$ cat config.mk
export PLATFORM = sky130hd
export DESIGN_NAME = dmem_ctrl
export DESIGN_NICKNAME = d
export VERILOG_FILES = /design/src/dmem_pkg.sv /design/src/dmem_membuf.sv /design/src/dmem_pmachk.sv /design/src/dmem_bus_access.sv /design/src/dmem_ctrl.sv
export VERILOG_INCLUDE_DIRS = /design/src
export SDC_FILE = /design/constraint.sdc
export NUM_CORES = 1
export LEC_CHECK = 0
export ABC_AREA = 1
export BUFFER_PORTS_ARGS = -buffer_cell sky130_fd_sc_hd__buf_2
export CAP_MARGIN = 20
export CORE_AREA = 10 10 192 194
export CTS_CLUSTER_DIAMETER = 120
export CTS_CLUSTER_SIZE = 20
export DETAILED_ROUTE_END_ITERATION = 10
export DIE_AREA = 0 0 202 204
export PLACE_DENSITY = 0.76
export SLEW_MARGIN = 20
export SYNTH_ARGS = -nofsm -noshare
export SYNTH_HDL_FRONTEND = slang
export SYNTH_HIERARCHICAL = 1
export SYNTH_SLANG_ARGS = --single-unit
export TNS_END_PERCENT = 5
$ cat constraint.sdc
create_clock -name clk_i -period 7.43 [get_ports clk_i]
set_clock_uncertainty 0.05 [all_clocks]
set_input_delay 0.3715 -clock clk_i [delete_from_list [all_inputs] [get_ports clk_i]]
set_output_delay 0.3715 -clock clk_i [all_outputs]
set_load 0.01 [all_outputs]
$ cat src/dmem_defines.svh
`ifndef DMEM_DEFINES_SVH
`define DMEM_DEFINES_SVH

// Datapath and physical address widths
`define DMEM_XLEN 32
`define DMEM_PLEN 32

// Request buffer entries
`define DMEM_BUF_DEPTH 4

// PMA region table size
`define DMEM_PMA_CNT 4

// Access size codes
`define DMEM_SIZE_W    2
`define DMEM_SIZE_BYTE 2'd0
`define DMEM_SIZE_HALF 2'd1
`define DMEM_SIZE_WORD 2'd2

// PMA attribute field and its bit positions
`define DMEM_PMA_CFG_W 3
`define DMEM_PMA_EN    0
`define DMEM_PMA_RD    1
`define DMEM_PMA_WR    2

`endif

$ cat src/dmem_pkg.sv
`default_nettype none

`include "dmem_defines.svh"

package dmem_pkg;

  ////////////////////////////////////////
  // Shared vector types
  ////////////////////////////////////////

  // One data word
  typedef logic [`DMEM_XLEN-1:0] data_t;

  // Physical address, no translation
  typedef logic [`DMEM_PLEN-1:0] addr_t;

  // Byte, half or word
  typedef logic [`DMEM_SIZE_W-1:0] size_t;

  // EN, RD and WR bits of one region
  typedef logic [`DMEM_PMA_CFG_W-1:0] pma_cfg_t;

endpackage

`default_nettype wire

$ cat src/dmem_membuf.sv
`timescale 1ns/1ps
`default_nettype none

module dmem_membuf #(
  parameter int DEPTH = 4
) (
  input  wire                  clk_i,
  input  wire                  rst_n_i,
  // Write side from the CPU
  input  wire                  push_i,
  input  wire dmem_pkg::addr_t push_adr_i,
  input  wire dmem_pkg::size_t push_size_i,
  input  wire                  push_we_i,
  input  wire dmem_pkg::data_t push_d_i,
  output logic                 ready_o,
  // Read side at the head of the queue
  input  wire                  pop_i,
  input  wire                  flush_i,
  output logic                 head_valid_o,
  output dmem_pkg::addr_t      head_adr_o,
  output dmem_pkg::size_t      head_size_o,
  output logic                 head_we_o,
  output dmem_pkg::data_t      head_d_o
);

  localparam int PTR_W = (DEPTH > 1) ? $clog2(DEPTH) : 1;
  localparam int CNT_W = $clog2(DEPTH + 1);

  // Entry storage
  dmem_pkg::addr_t adr_mem  [DEPTH];
  dmem_pkg::size_t size_mem [DEPTH];
  logic            we_mem   [DEPTH];
  dmem_pkg::data_t d_mem    [DEPTH];

  logic [PTR_W-1:0] wr_ptr;
  logic [PTR_W-1:0] rd_ptr;
  logic [CNT_W-1:0] count;
  logic             push_en;
  logic             pop_en;

  assign ready_o      = (count != CNT_W'(DEPTH));
  assign head_valid_o = (count != '0);

  // A flush drops whatever arrives with it
  assign push_en = push_i & ready_o & ~flush_i;
  assign pop_en  = pop_i & head_valid_o & ~flush_i;

  ////////////////////////////////////////
  // Pointers and fill level
  ////////////////////////////////////////

  always_ff @(posedge clk_i or negedge rst_n_i) begin
    if (!rst_n_i) begin
      wr_ptr <= '0;
      rd_ptr <= '0;
      count  <= '0;
    end else if (flush_i) begin
      wr_ptr <= '0;
      rd_ptr <= '0;
      count  <= '0;
    end else begin
      if (push_en) begin
        wr_ptr <= (wr_ptr == PTR_W'(DEPTH - 1)) ? '0 : wr_ptr + 1'b1;
      end
      if (pop_en) begin
        rd_ptr <= (rd_ptr == PTR_W'(DEPTH - 1)) ? '0 : rd_ptr + 1'b1;
      end
      case ({push_en, pop_en})
        2'b10:   count <= count + 1'b1;
        2'b01:   count <= count - 1'b1;
        default: count <= count;
      endcase
    end
  end

  // Payload write
  always_ff @(posedge clk_i) begin
    if (push_en) begin
      adr_mem[wr_ptr]  <= push_adr_i;
      size_mem[wr_ptr] <= push_size_i;
      we_mem[wr_ptr]   <= push_we_i;
      d_mem[wr_ptr]    <= push_d_i;
    end
  end

  // Head entry
  assign head_adr_o  = adr_mem[rd_ptr];
  assign head_size_o = size_mem[rd_ptr];
  assign head_we_o   = we_mem[rd_ptr];
  assign head_d_o    = d_mem[rd_ptr];

  // Bus side only pops a real entry
  a_no_pop_empty: assert property (@(posedge clk_i) disable iff (!rst_n_i)
    pop_i |-> head_valid_o);

  // Full buffer has its write pointer back on the head
  a_no_push_full: assert property (@(posedge clk_i) disable iff (!rst_n_i)
    !ready_o |-> (wr_ptr == rd_ptr));

endmodule

`default_nettype wire

$ cat src/dmem_pmachk.sv
`timescale 1ns/1ps
`default_nettype none

`include "dmem_defines.svh"

module dmem_pmachk (
  // Buffer head
  input  wire                       req_i,
  input  wire dmem_pkg::addr_t      adr_i,
  input  wire dmem_pkg::size_t      size_i,
  input  wire                       we_i,
  // Region table
  input  wire dmem_pkg::pma_cfg_t [`DMEM_PMA_CNT-1:0] pma_cfg_i,
  input  wire dmem_pkg::addr_t    [`DMEM_PMA_CNT-1:0] pma_base_i,
  input  wire dmem_pkg::addr_t    [`DMEM_PMA_CNT-1:0] pma_mask_i,
  // Check result
  output logic                      misaligned_o,
  output logic                      fault_o
);

  logic [`DMEM_PMA_CNT-1:0] region_hit;
  logic                     match;
  dmem_pkg::pma_cfg_t       match_cfg;
  logic                     perm_ok;
  logic                     misaligned;

  ////////////////////////////////////////
  // Alignment
  ////////////////////////////////////////

  always_comb begin
    case (size_i)
      `DMEM_SIZE_BYTE: begin
        misaligned = 1'b0;
      end
      `DMEM_SIZE_HALF: begin
        // Odd byte address
        misaligned = adr_i[0];
      end
      `DMEM_SIZE_WORD: begin
        // Must sit on a 4 byte boundary
        misaligned = |adr_i[1:0];
      end
      default: begin
        // No doubleword on RV32
        misaligned = 1'b1;
      end
    endcase
  end

  ////////////////////////////////////////
  // Region lookup
  ////////////////////////////////////////

  // Masked compare per enabled region
  always_comb begin
    for (int i = 0; i < `DMEM_PMA_CNT; i++) begin
      region_hit[i] = pma_cfg_i[i][`DMEM_PMA_EN] &&
                      ((adr_i & pma_mask_i[i]) == pma_base_i[i]);
    end
  end

  // Lowest index wins
  always_comb begin
    match     = 1'b0;
    match_cfg = '0;
    for (int i = 0; i < `DMEM_PMA_CNT; i++) begin
      if (!match && region_hit[i]) begin
        match     = 1'b1;
        match_cfg = pma_cfg_i[i];
      end
    end
  end

  // Read or write permission of the winner
  assign perm_ok = we_i ? match_cfg[`DMEM_PMA_WR] : match_cfg[`DMEM_PMA_RD];

  ////////////////////////////////////////
  // Outputs
  ////////////////////////////////////////

  assign misaligned_o = req_i & misaligned;

  // Misalignment hides any PMA fault
  assign fault_o = req_i & ~misaligned & (~match | ~perm_ok);

endmodule

`default_nettype wire

$ cat src/dmem_bus_access.sv
`timescale 1ns/1ps
`default_nettype none

module dmem_bus_access (
  input  wire                  clk_i,
  input  wire                  rst_n_i,
  // Buffer head and its check result
  input  wire                  head_valid_i,
  input  wire dmem_pkg::addr_t head_adr_i,
  input  wire dmem_pkg::size_t head_size_i,
  input  wire                  head_we_i,
  input  wire dmem_pkg::data_t head_d_i,
  input  wire                  misaligned_i,
  input  wire                  fault_i,
  // Buffer control
  output logic                 pop_o,
  output logic                 flush_o,
  // BIU
  output logic                 biu_stb_o,
  input  wire                  biu_stb_ack_i,
  output dmem_pkg::addr_t      biu_adr_o,
  output dmem_pkg::size_t      biu_size_o,
  output logic                 biu_we_o,
  output dmem_pkg::data_t      biu_d_o,
  input  wire dmem_pkg::data_t biu_q_i,
  input  wire                  biu_ack_i,
  input  wire                  biu_err_i,
  // CPU response
  output dmem_pkg::data_t      mem_q_o,
  output logic                 mem_ack_o,
  output logic                 mem_err_o,
  output logic                 mem_misaligned_o
);

  typedef enum logic [1:0] {
    IDLE,
    ADDR,
    DATA
  } bus_state_e;

  bus_state_e state_q;
  bus_state_e state_d;

  logic idle_bad;
  logic data_done;

  // Faulting head answered without a bus cycle
  assign idle_bad  = (state_q == IDLE) & head_valid_i & (misaligned_i | fault_i);
  // End of data phase
  assign data_done = (state_q == DATA) & (biu_ack_i | biu_err_i);

  ////////////////////////////////////////
  // Transfer FSM
  ////////////////////////////////////////

  always_comb begin
    state_d = state_q;
    case (state_q)
      IDLE: begin
        if (head_valid_i && !misaligned_i && !fault_i) begin
          state_d = ADDR;
        end
      end
      ADDR: begin
        // Wait for BIU to take the address
        if (biu_stb_ack_i) begin
          state_d = DATA;
        end
      end
      DATA: begin
        if (biu_ack_i || biu_err_i) begin
          state_d = IDLE;
        end
      end
      default: begin
        state_d = IDLE;
      end
    endcase
  end

  always_ff @(posedge clk_i or negedge rst_n_i) begin
    if (!rst_n_i) begin
      state_q <= IDLE;
    end else begin
      state_q <= state_d;
    end
  end

  assign biu_stb_o = (state_q == ADDR);

  // Capture head fields on the way into ADDR
  always_ff @(posedge clk_i) begin
    if (state_q == IDLE && state_d == ADDR) begin
      biu_adr_o  <= head_adr_i;
      biu_size_o <= head_size_i;
      biu_we_o   <= head_we_i;
      biu_d_o    <= head_d_i;
    end
  end

  ////////////////////////////////////////
  // Responses, pop and flush
  ////////////////////////////////////////

  // Retire head on fault or on bus completion
  assign pop_o   = idle_bad | data_done;
  // Any error drops the rest of the queue
  assign flush_o = idle_bad | (data_done & biu_err_i);

  always_ff @(posedge clk_i or negedge rst_n_i) begin
    if (!rst_n_i) begin
      mem_ack_o        <= 1'b0;
      mem_err_o        <= 1'b0;
      mem_misaligned_o <= 1'b0;
    end else begin
      mem_ack_o        <= data_done & ~biu_err_i;
      mem_err_o        <= (idle_bad & fault_i) | (data_done & biu_err_i);
      mem_misaligned_o <= idle_bad & misaligned_i;
    end
  end

  // Read data for the ack cycle
  always_ff @(posedge clk_i) begin
    if (data_done) begin
      mem_q_o <= biu_q_i;
    end
  end

  // At most one response kind per cycle
  a_resp_onehot: assert property (@(posedge clk_i) disable iff (!rst_n_i)
    $onehot0({mem_ack_o, mem_err_o, mem_misaligned_o}));

  // Address phase held until the BIU acks it
  a_addr_stable: assert property (@(posedge clk_i) disable iff (!rst_n_i)
    (biu_stb_o && !biu_stb_ack_i) |=>
      (biu_stb_o && $stable(biu_adr_o) && $stable(biu_size_o) &&
       $stable(biu_we_o) && $stable(biu_d_o)));

endmodule

`default_nettype wire

$ cat src/dmem_ctrl.sv
`timescale 1ns/1ps
`default_nettype none

`include "dmem_defines.svh"

module dmem_ctrl (
  input  wire                  clk_i,
  input  wire                  rst_n_i,
  // CPU request
  input  wire                  mem_req_i,
  input  wire dmem_pkg::addr_t mem_adr_i,
  input  wire dmem_pkg::size_t mem_size_i,
  input  wire                  mem_we_i,
  input  wire dmem_pkg::data_t mem_d_i,
  output logic                 mem_ready_o,
  // CPU response
  output dmem_pkg::data_t      mem_q_o,
  output logic                 mem_ack_o,
  output logic                 mem_err_o,
  output logic                 mem_misaligned_o,
  // PMA table
  input  wire dmem_pkg::pma_cfg_t [`DMEM_PMA_CNT-1:0] pma_cfg_i,
  input  wire dmem_pkg::addr_t    [`DMEM_PMA_CNT-1:0] pma_base_i,
  input  wire dmem_pkg::addr_t    [`DMEM_PMA_CNT-1:0] pma_mask_i,
  // BIU
  output logic                 biu_stb_o,
  input  wire                  biu_stb_ack_i,
  output dmem_pkg::addr_t      biu_adr_o,
  output dmem_pkg::size_t      biu_size_o,
  output logic                 biu_we_o,
  output dmem_pkg::data_t      biu_d_o,
  input  wire dmem_pkg::data_t biu_q_i,
  input  wire                  biu_ack_i,
  input  wire                  biu_err_i
);

  ////////////////////////////////////////
  // Internal wiring
  ////////////////////////////////////////

  // Buffer head
  logic            buf_valid;
  dmem_pkg::addr_t buf_adr;
  dmem_pkg::size_t buf_size;
  logic            buf_we;
  dmem_pkg::data_t buf_d;
  // Check result
  logic            chk_misaligned;
  logic            chk_fault;
  // Buffer control
  logic            buf_pop;
  logic            buf_flush;

  // In-order request queue
  dmem_membuf #(
    .DEPTH(`DMEM_BUF_DEPTH)
  ) membuf0 (
    .clk_i       (clk_i),
    .rst_n_i     (rst_n_i),
    .push_i      (mem_req_i),
    .push_adr_i  (mem_adr_i),
    .push_size_i (mem_size_i),
    .push_we_i   (mem_we_i),
    .push_d_i    (mem_d_i),
    .ready_o     (mem_ready_o),
    .pop_i       (buf_pop),
    .flush_i     (buf_flush),
    .head_valid_o(buf_valid),
    .head_adr_o  (buf_adr),
    .head_size_o (buf_size),
    .head_we_o   (buf_we),
    .head_d_o    (buf_d)
  );

  // Alignment and PMA check on the head
  dmem_pmachk pmachk0 (
    .req_i       (buf_valid),
    .adr_i       (buf_adr),
    .size_i      (buf_size),
    .we_i        (buf_we),
    .pma_cfg_i   (pma_cfg_i),
    .pma_base_i  (pma_base_i),
    .pma_mask_i  (pma_mask_i),
    .misaligned_o(chk_misaligned),
    .fault_o     (chk_fault)
  );

  // BIU transfers and CPU responses
  dmem_bus_access bus_access0 (
    .clk_i           (clk_i),
    .rst_n_i         (rst_n_i),
    .head_valid_i    (buf_valid),
    .head_adr_i      (buf_adr),
    .head_size_i     (buf_size),
    .head_we_i       (buf_we),
    .head_d_i        (buf_d),
    .misaligned_i    (chk_misaligned),
    .fault_i         (chk_fault),
    .pop_o           (buf_pop),
    .flush_o         (buf_flush),
    .biu_stb_o       (biu_stb_o),
    .biu_stb_ack_i   (biu_stb_ack_i),
    .biu_adr_o       (biu_adr_o),
    .biu_size_o      (biu_size_o),
    .biu_we_o        (biu_we_o),
    .biu_d_o         (biu_d_o),
    .biu_q_i         (biu_q_i),
    .biu_ack_i       (biu_ack_i),
    .biu_err_i       (biu_err_i),
    .mem_q_o         (mem_q_o),
    .mem_ack_o       (mem_ack_o),
    .mem_err_o       (mem_err_o),
    .mem_misaligned_o(mem_misaligned_o)
  );

endmodule

`default_nettype wire

==> metrics.txt, run 1 <==
final worst path period share 83.5%; worst-margin pin slew about 1300 ps; worst path bufs/invs 5; Max Cap Viol 0; GRT Residual Overflow 0; clk slew on worst S/H paths around 80 ps; Yosys top cell by area edfxtp_1; die area just over 40,000 µm²; final number of hold-violating endpoints 0; critical path's slowest cell o22ai_1; critical path type flip-flop to flip-flop; NumNets Final 2,400; setup violators final 0; CP arrival roughly 6300 ps; drt pass-1 iters 6; Post-DRT Antenna Nets 0; leakage roughly 8.6 nW; status finished clean; peak per-stage delay on the critical path roughly 1000 ps; delay-heaviest family, CP simple AND/OR/NAND/NOR gates; clk buf depth 3; pre-CTS setup slack approximately 1500 ps; Min Hold Slack roughly 20 ps; Worst Hold Depth 1; # Post-CTS Setup Buffers 0; Synth area leaders edfxtp_1 (68%), nand2_1 (8.2%), nor2_1 (4.8%); detailed router's first-iteration violation count 1,266; most frequent cells in the layout buf_2 (476), edfxtp_1 (367), nand2_1 (354); chip width 202 µm; CTS tree built; Synth warnings 6; Synth Register Bits between 300 and 400; Yosys top cell area share approximately 68%; synthesized area ~16,000 µm²; final setup margin between 1000 and 1500 ps; register area share after synthesis 69.5%; Slew HR between 10% and 20%; commonest non-fill, non-tap cell in the layout buf_2; Startpoint Class flip-flop; hold crit path type input pin to flip-flop; Skew-Pair Late Insertion Delay around 550 ps; Tot Pwr between 7 and 8 mW; largest net degree at the start of global routing 94; first-pass GRT wire length 88.7 mm; ys flop type edfxtp_1; number of antenna violations at the first check in global routing 21; Mapped Nets roughly 1,800; unrepaired setup endpoints after global routing no; Root Buffer Master clkbuf_16; ys async rst share 3.17%; IO Port Bufs 476; Crit Path Max Fanout 93; fmax roughly 160 MHz; Core Area 33,100 µm²; Via Count approximately 14,000; pwr dens approximately 350 nW/µm²; Sum Neg Setup Slack 0 ps; post-DP HPWL around 48 mm; vias per cell 5.50; routability cong. ~1.0; # clock sinks about 380; vias in the first global route 13,500; Reg2Reg Depth 22; max-slew violations 0; fin crit period 6200 ps; cell count after synthesis roughly 1,500; Peak VDD IR approximately 310 µV; die height between 200 and 250 µm; CTS buffer count 22; GRT Util Overall between 20% and 30%; WL final 63.0 mm; routed len/inst 25.2 µm; number of remaining DRC errors 0; CP Depth 22; Initial Util approximately half; required time of the critical path 7550 ps; area grow syn2layout 27.7%; H-tree depth 1; Most common cell on crit path nand2_1; crit path capture type flip-flop; ratio of cells with drive above 1 in the final layout 27.0%; num rows 67; Post-Syn Area per Cell about 11 µm²; number of I/O pins 477; Post-synth EDFFs roughly 370; crit-path cells inv_4, o21ai_0, o22ai_1, nand2_1, nand2_1, nand2_1, nor2_1, nand2_1, nor2_1, nand3_1, nor2_1, inv_1, nand3_2, a21oi_2, inv_1, nand2_1, nand3_1, nand2_1, inv_1, nand3_2, nor2_4, buf_4; Distinct cells, synth 35
==> stage by stage <==
stage	util (%)	instances	area [µm²]
2_1_floorplan	-	1454	16300
3_3_place_gp	57.8	2349	19200
3_5_place_dp	57.8	2349	19200
4_1_cts	62.7	2485	20800
5_1_grt	62.8	2496	20800
6_report	62.8	2503	20800
==> synth_stat cells (3+ instances only) <==
cell type,count
xor2_1,23
nand3b_1,19
dfrtp_1,12
o21ai_0,151
buf_6,7
nand2_1,354
o22ai_1,68
nand2_2,7
buf_4,3
xnor2_1,8
o21ai_1,7
a21oi_1,4
inv_1,74
nand4_1,5
nor2_1,210
clkbuf_1,24
ha_1,4
nor2_2,5
edfxtp_1,367
or2_2,6
buf_2,12
nand3_1,64
==> per-layer routing <==
metal / routed length [µm] / track usage [%] / part of all wire, % / up-vias
li1: - / - / - / 6216
met1: 22700 / 34.2 / 36 / 6634
met2: 31300 / 49.8 / 50 / 764
met3: 5630 / 6.01 / 8.9 / 155
met4: 3310 / 15.1 / 5.2 / 8
met5: 47 / 0 / 0.075 / -
==> registers in the layout, indices dropped and copies added, names as in the netlist <==
signal,cells
membuf0/adr_mem,128
membuf0/d_mem,128
bus_access0/biu_adr_o,32
bus_access0/biu_d_o,32
bus_access0/mem_q_o,32
membuf0/size_mem,8
membuf0/we_mem,4
membuf0/count,3
bus_access0/biu_size_o,2
bus_access0/state_q,2
membuf0/rd_ptr,2
membuf0/wr_ptr,2
bus_access0/biu_we_o,1
bus_access0/mem_ack_o,1
bus_access0/mem_err_o,1
bus_access0/mem_misaligned_o,1
==> report_power, final <==
part | internal (mW) | leakage, nW | switching, mW | total [mW]
Clock | 0.570 | 0.303 | 0.677 | 1.25
Sequential | 3.09 | 3.51 | 0.173 | 3.26
Combinational | 0.767 | 4.75 | 1.99 | 2.76
==> kinds of logic after synthesis <==
logic type / after synthesis / share of synthesized area (%)
AOI/OAI and AO/OA: 238 / 7.98
xor gates and xnor gates: 31 / 1.67
adders and majority gates: 5 / 0.430
buffers and inverters: 123 / 3.32
DFF: 379 / 69.5
muxes: 3 / 0.200
and+or+nand+nor: 675 / 16.9
==> final timing paths <==
kind | to | from | slack (ps)
max | membuf0/d_mem[3][22]$_DFFE_PP_ | membuf0/rd_ptr[0]$_DFFE_PN0P_ | 1230
max in group asynchronous | membuf0/rd_ptr[0]$_DFFE_PN0P_ | rst_n_i | 6860
min reg2reg | membuf0/count[2]$_DFFE_PN0P_ | membuf0/count[2]$_DFFE_PN0P_ | 530
max reg2reg | membuf0/d_mem[3][22]$_DFFE_PP_ | membuf0/rd_ptr[0]$_DFFE_PN0P_ | 1230
min in group asynchronous | bus_access0/mem_misaligned_o$_DFF_PN0_ | rst_n_i | 190
min | membuf0/adr_mem[1][31]$_DFFE_PP_ | mem_adr_i[31] | 20
==> area by class of cell <==
type                            count  area [µm²]
Sequential cell                   379       11300
Multi-Input combinational cell    952        4460
Fill cell                        2663       12300
Clock buffer                       39         614
Antenna cell                       17        42.5
Inverter                           77         293
Clock inverter                      1        30.0
Timing Repair Buffer              590        3480
Tap cell                          448         561
==> what timing repair did <==
action                    CTS  global route
hold endpoints to repair  287             1
hold buffers               96             1
resized for setup           0             0
No activity file was read; power rests on OpenSTA's default activity.
==> run 2: changes to the inputs <==
- clock period: 7.43 -> 5.9 ns (I/O delays scaled with it)
==> run 2 against run 1 <==
  * Core utilization increased by 0.62 points
  * Flip-flop and latch count unchanged
  * Non-clock buffer count increased by 26
  * Worst setup slack got worse by 750 ps
  * Sequential share of layout area decreased by 0.53 points
  * Cell area increased by 0.99%
  * Wire length increased by 0.78%
  * Combinational power increased by 31%
  * Critical path type unchanged
  * Critical endpoint is now membuf0/adr_mem[0][15]$_DFFE_PP_
==> metrics.txt, run 2 (synthesis results as in run 1) <==
status finished clean; post-CTS sizing 0 (unchanged); routability cong. 0.991 (-5.5%); Crit Path Max Fanout 54 (-42%); Max Cap Viol 0 (unchanged); number of remaining DRC errors 0 (unchanged); WL final 63.5 mm (+0.78%); detailed router's first-iteration violation count 1,382 (+9.2%); GRT Util Overall 29.5% (+0.45 points); chip width 202 µm (unchanged); vias in the first global route 13,800 (+2.3%); hold crit path type input pin to flip-flop; Largest regs membuf0/adr_mem x128, membuf0/d_mem x128; Sum Neg Setup Slack 0 ps (unchanged); Reg2Reg Depth 20 (-9.1%); clk slew on worst S/H paths 90 ps (about the same); CTS buffer count 22 (unchanged); Skew-Pair Late Insertion Delay 550 ps (about the same); Hold EP bus_access0/state_q[1]$_DFF_PN0_; most frequent cells in the layout buf_2 (476), edfxtp_1 (367), nand2_1 (354); fin crit period 5420 ps (-779 ps); vias per cell 5.46 (-0.84%); # Post-CTS Setup Buffers 0 (unchanged); max-slew violations 0 (unchanged); leakage 8.68 nW (+1.4%); GRT Residual Overflow 0 (unchanged); # clock sinks 379 (unchanged); Root Buffer Master clkbuf_16; num rows 67 (unchanged); worst-margin pin slew 1090 ps (-231 ps); ratio of cells with drive above 1 in the final layout 27.8% (+0.78 points); crit path capture type flip-flop; first-pass GRT wire length 90.5 mm (+2.0%); hold_sp biu_ack_i; final worst path period share 91.9% (+8.4 points); Via Count 13,800 (-0.0073%); clk buf depth 3 (unchanged); RR Endpoint membuf0/adr_mem[0][15]$_DFFE_PP_; area grow syn2layout 29.0%; placed cell count 2,370 (+0.89%); Post-DRT Antenna Nets 0 (unchanged); required time of the critical path 6010 ps (-1540 ps); unrepaired setup endpoints after global routing no; Peak VDD IR 361 µV (+15%); fmax 184 MHz (+14%); Tot Pwr 9.25 mW (+27%); Post-Layout Cell Count 2,524 (+0.84%); internal reg-to-reg setup slack 480 ps (-750 ps); number of I/O pins 477 (unchanged); commonest non-fill, non-tap cell in the layout buf_2; critical path type flip-flop to flip-flop; routed len/inst 25.1 µm (about the same); H-tree depth 1 (unchanged); CP arrival 5530 ps (-800 ps); final number of hold-violating endpoints 0 (unchanged); number of antenna violations at the first check in global routing 26 (+24%); cts hold-fix bufs 102 (+6.3%); NumNets Final 2,426 (+1.1%); die area 41,200 µm² (unchanged); drt pass-1 iters 5 (-1); setup violators final 0 (unchanged); Startpoint Class flip-flop; pwr dens 440 nW/µm² (+26%); CTS tree built; Slew HR 27.3% (+15 points); Core Area 33,100 µm² (unchanged); IO Port Bufs 476 (unchanged); post-DP HPWL 48.4 mm (+1.3%); largest net degree at the start of global routing 114 (+21%); die height 204 µm (unchanged); Worst Hold Depth 4 (+3); Initial Util 49.2% (unchanged); Worst R2R Start membuf0/rd_ptr[0]$_DFFE_PN0P_
[run 2: changes by cell type in the layout (fill, tap and decap cells not counted)]
cell / previous run / this run
buf_12: 0 / 2
dlygate4sd3_1: 97 / 102
clkbuf_16: 22 / 23
clkinv_16: 1 / 0
clkbuf_1: 17 / 9
buf_4: 17 / 36
diode_2: 17 / 20
[run 2: worst max-delay path by stage]
stage | startpoint | to | depth (start not counted)
2_1_floorplan | membuf0/rd_ptr[0]$_DFFE_PN0P_ | membuf0/adr_mem[0][0]$_DFFE_PP_ | 22
3_3_place_gp | membuf0/rd_ptr[0]$_DFFE_PN0P_ | membuf0/adr_mem[0][27]$_DFFE_PP_ | 20
3_5_place_dp | membuf0/rd_ptr[0]$_DFFE_PN0P_ | bus_access0/biu_d_o[10]$_DFFE_PP_ | 15
4_1_cts | membuf0/rd_ptr[0]$_DFFE_PN0P_ | membuf0/adr_mem[0][15]$_DFFE_PP_ | 20
5_1_grt | membuf0/rd_ptr[0]$_DFFE_PN0P_ | membuf0/adr_mem[0][17]$_DFFE_PP_ | 20
6_report | membuf0/rd_ptr[0]$_DFFE_PN0P_ | membuf0/adr_mem[0][15]$_DFFE_PP_ | 20
[run 2: final cells by class]
class                   instances  area, µm²
fillers                      2610      12100
flip-flops and latches        379      11300
multi-input cells             952       4460
repair buffers                616       3710
clock buffers                  32        609
well taps                     448        561
inverters                      77        293
diodes                         20       50.0
[run 2: per-layer routing]
metal	vias up	share of wire, %	global-route usage (%)
met2	772	51	51.6
met5	-	0.10	0
met4	10	4.6	13.6
met3	142	8.7	6.29
li1	6262	-	-
met1	6590	36	34.4
[run 2: metrics by stage]
| step | utilization, % | area [µm²] | hold slack [ps] | setup WS (ps) |
|---|---|---|---|---|
| floorplan | - | 16300 | -50.6 | -113 |
| global placement | 58.4 | 19300 | 151 | 654 |
| detailed placement | 58.4 | 19300 | 142 | 531 |
| CTS | 63.3 | 21000 | 20.9 | 497 |
| global route | 63.4 | 21000 | 79.7 | 56.9 |
| finish | 63.5 | 21000 | 35.1 | 477 |
[run 2: critical path, cell delays in order, from the launching register on]
cell and delay (ps):
dfrtp_4 610, inv_4 420, o21ai_0 160, o22ai_1 840
nand2_1 220, xor2_1 210, nand2_1 90, nor2_1 290
nand3_1 120, nor2_1 210, nand2_1 70, nand3_1 90
a21oi_2 90, inv_1 70, nand2_1 50, nand3_1 80
nand2_1 110, inv_1 190, nand3_2 300, nor2_4 180
buf_4 540
[run 2: power breakdown]
part	internal [mW]	total [mW]	leakage (nW)	switching (mW)
clock network	0.716	1.54	0.294	0.823
registers	3.89	4.10	3.51	0.216
logic	1.07	3.61	4.88	2.54
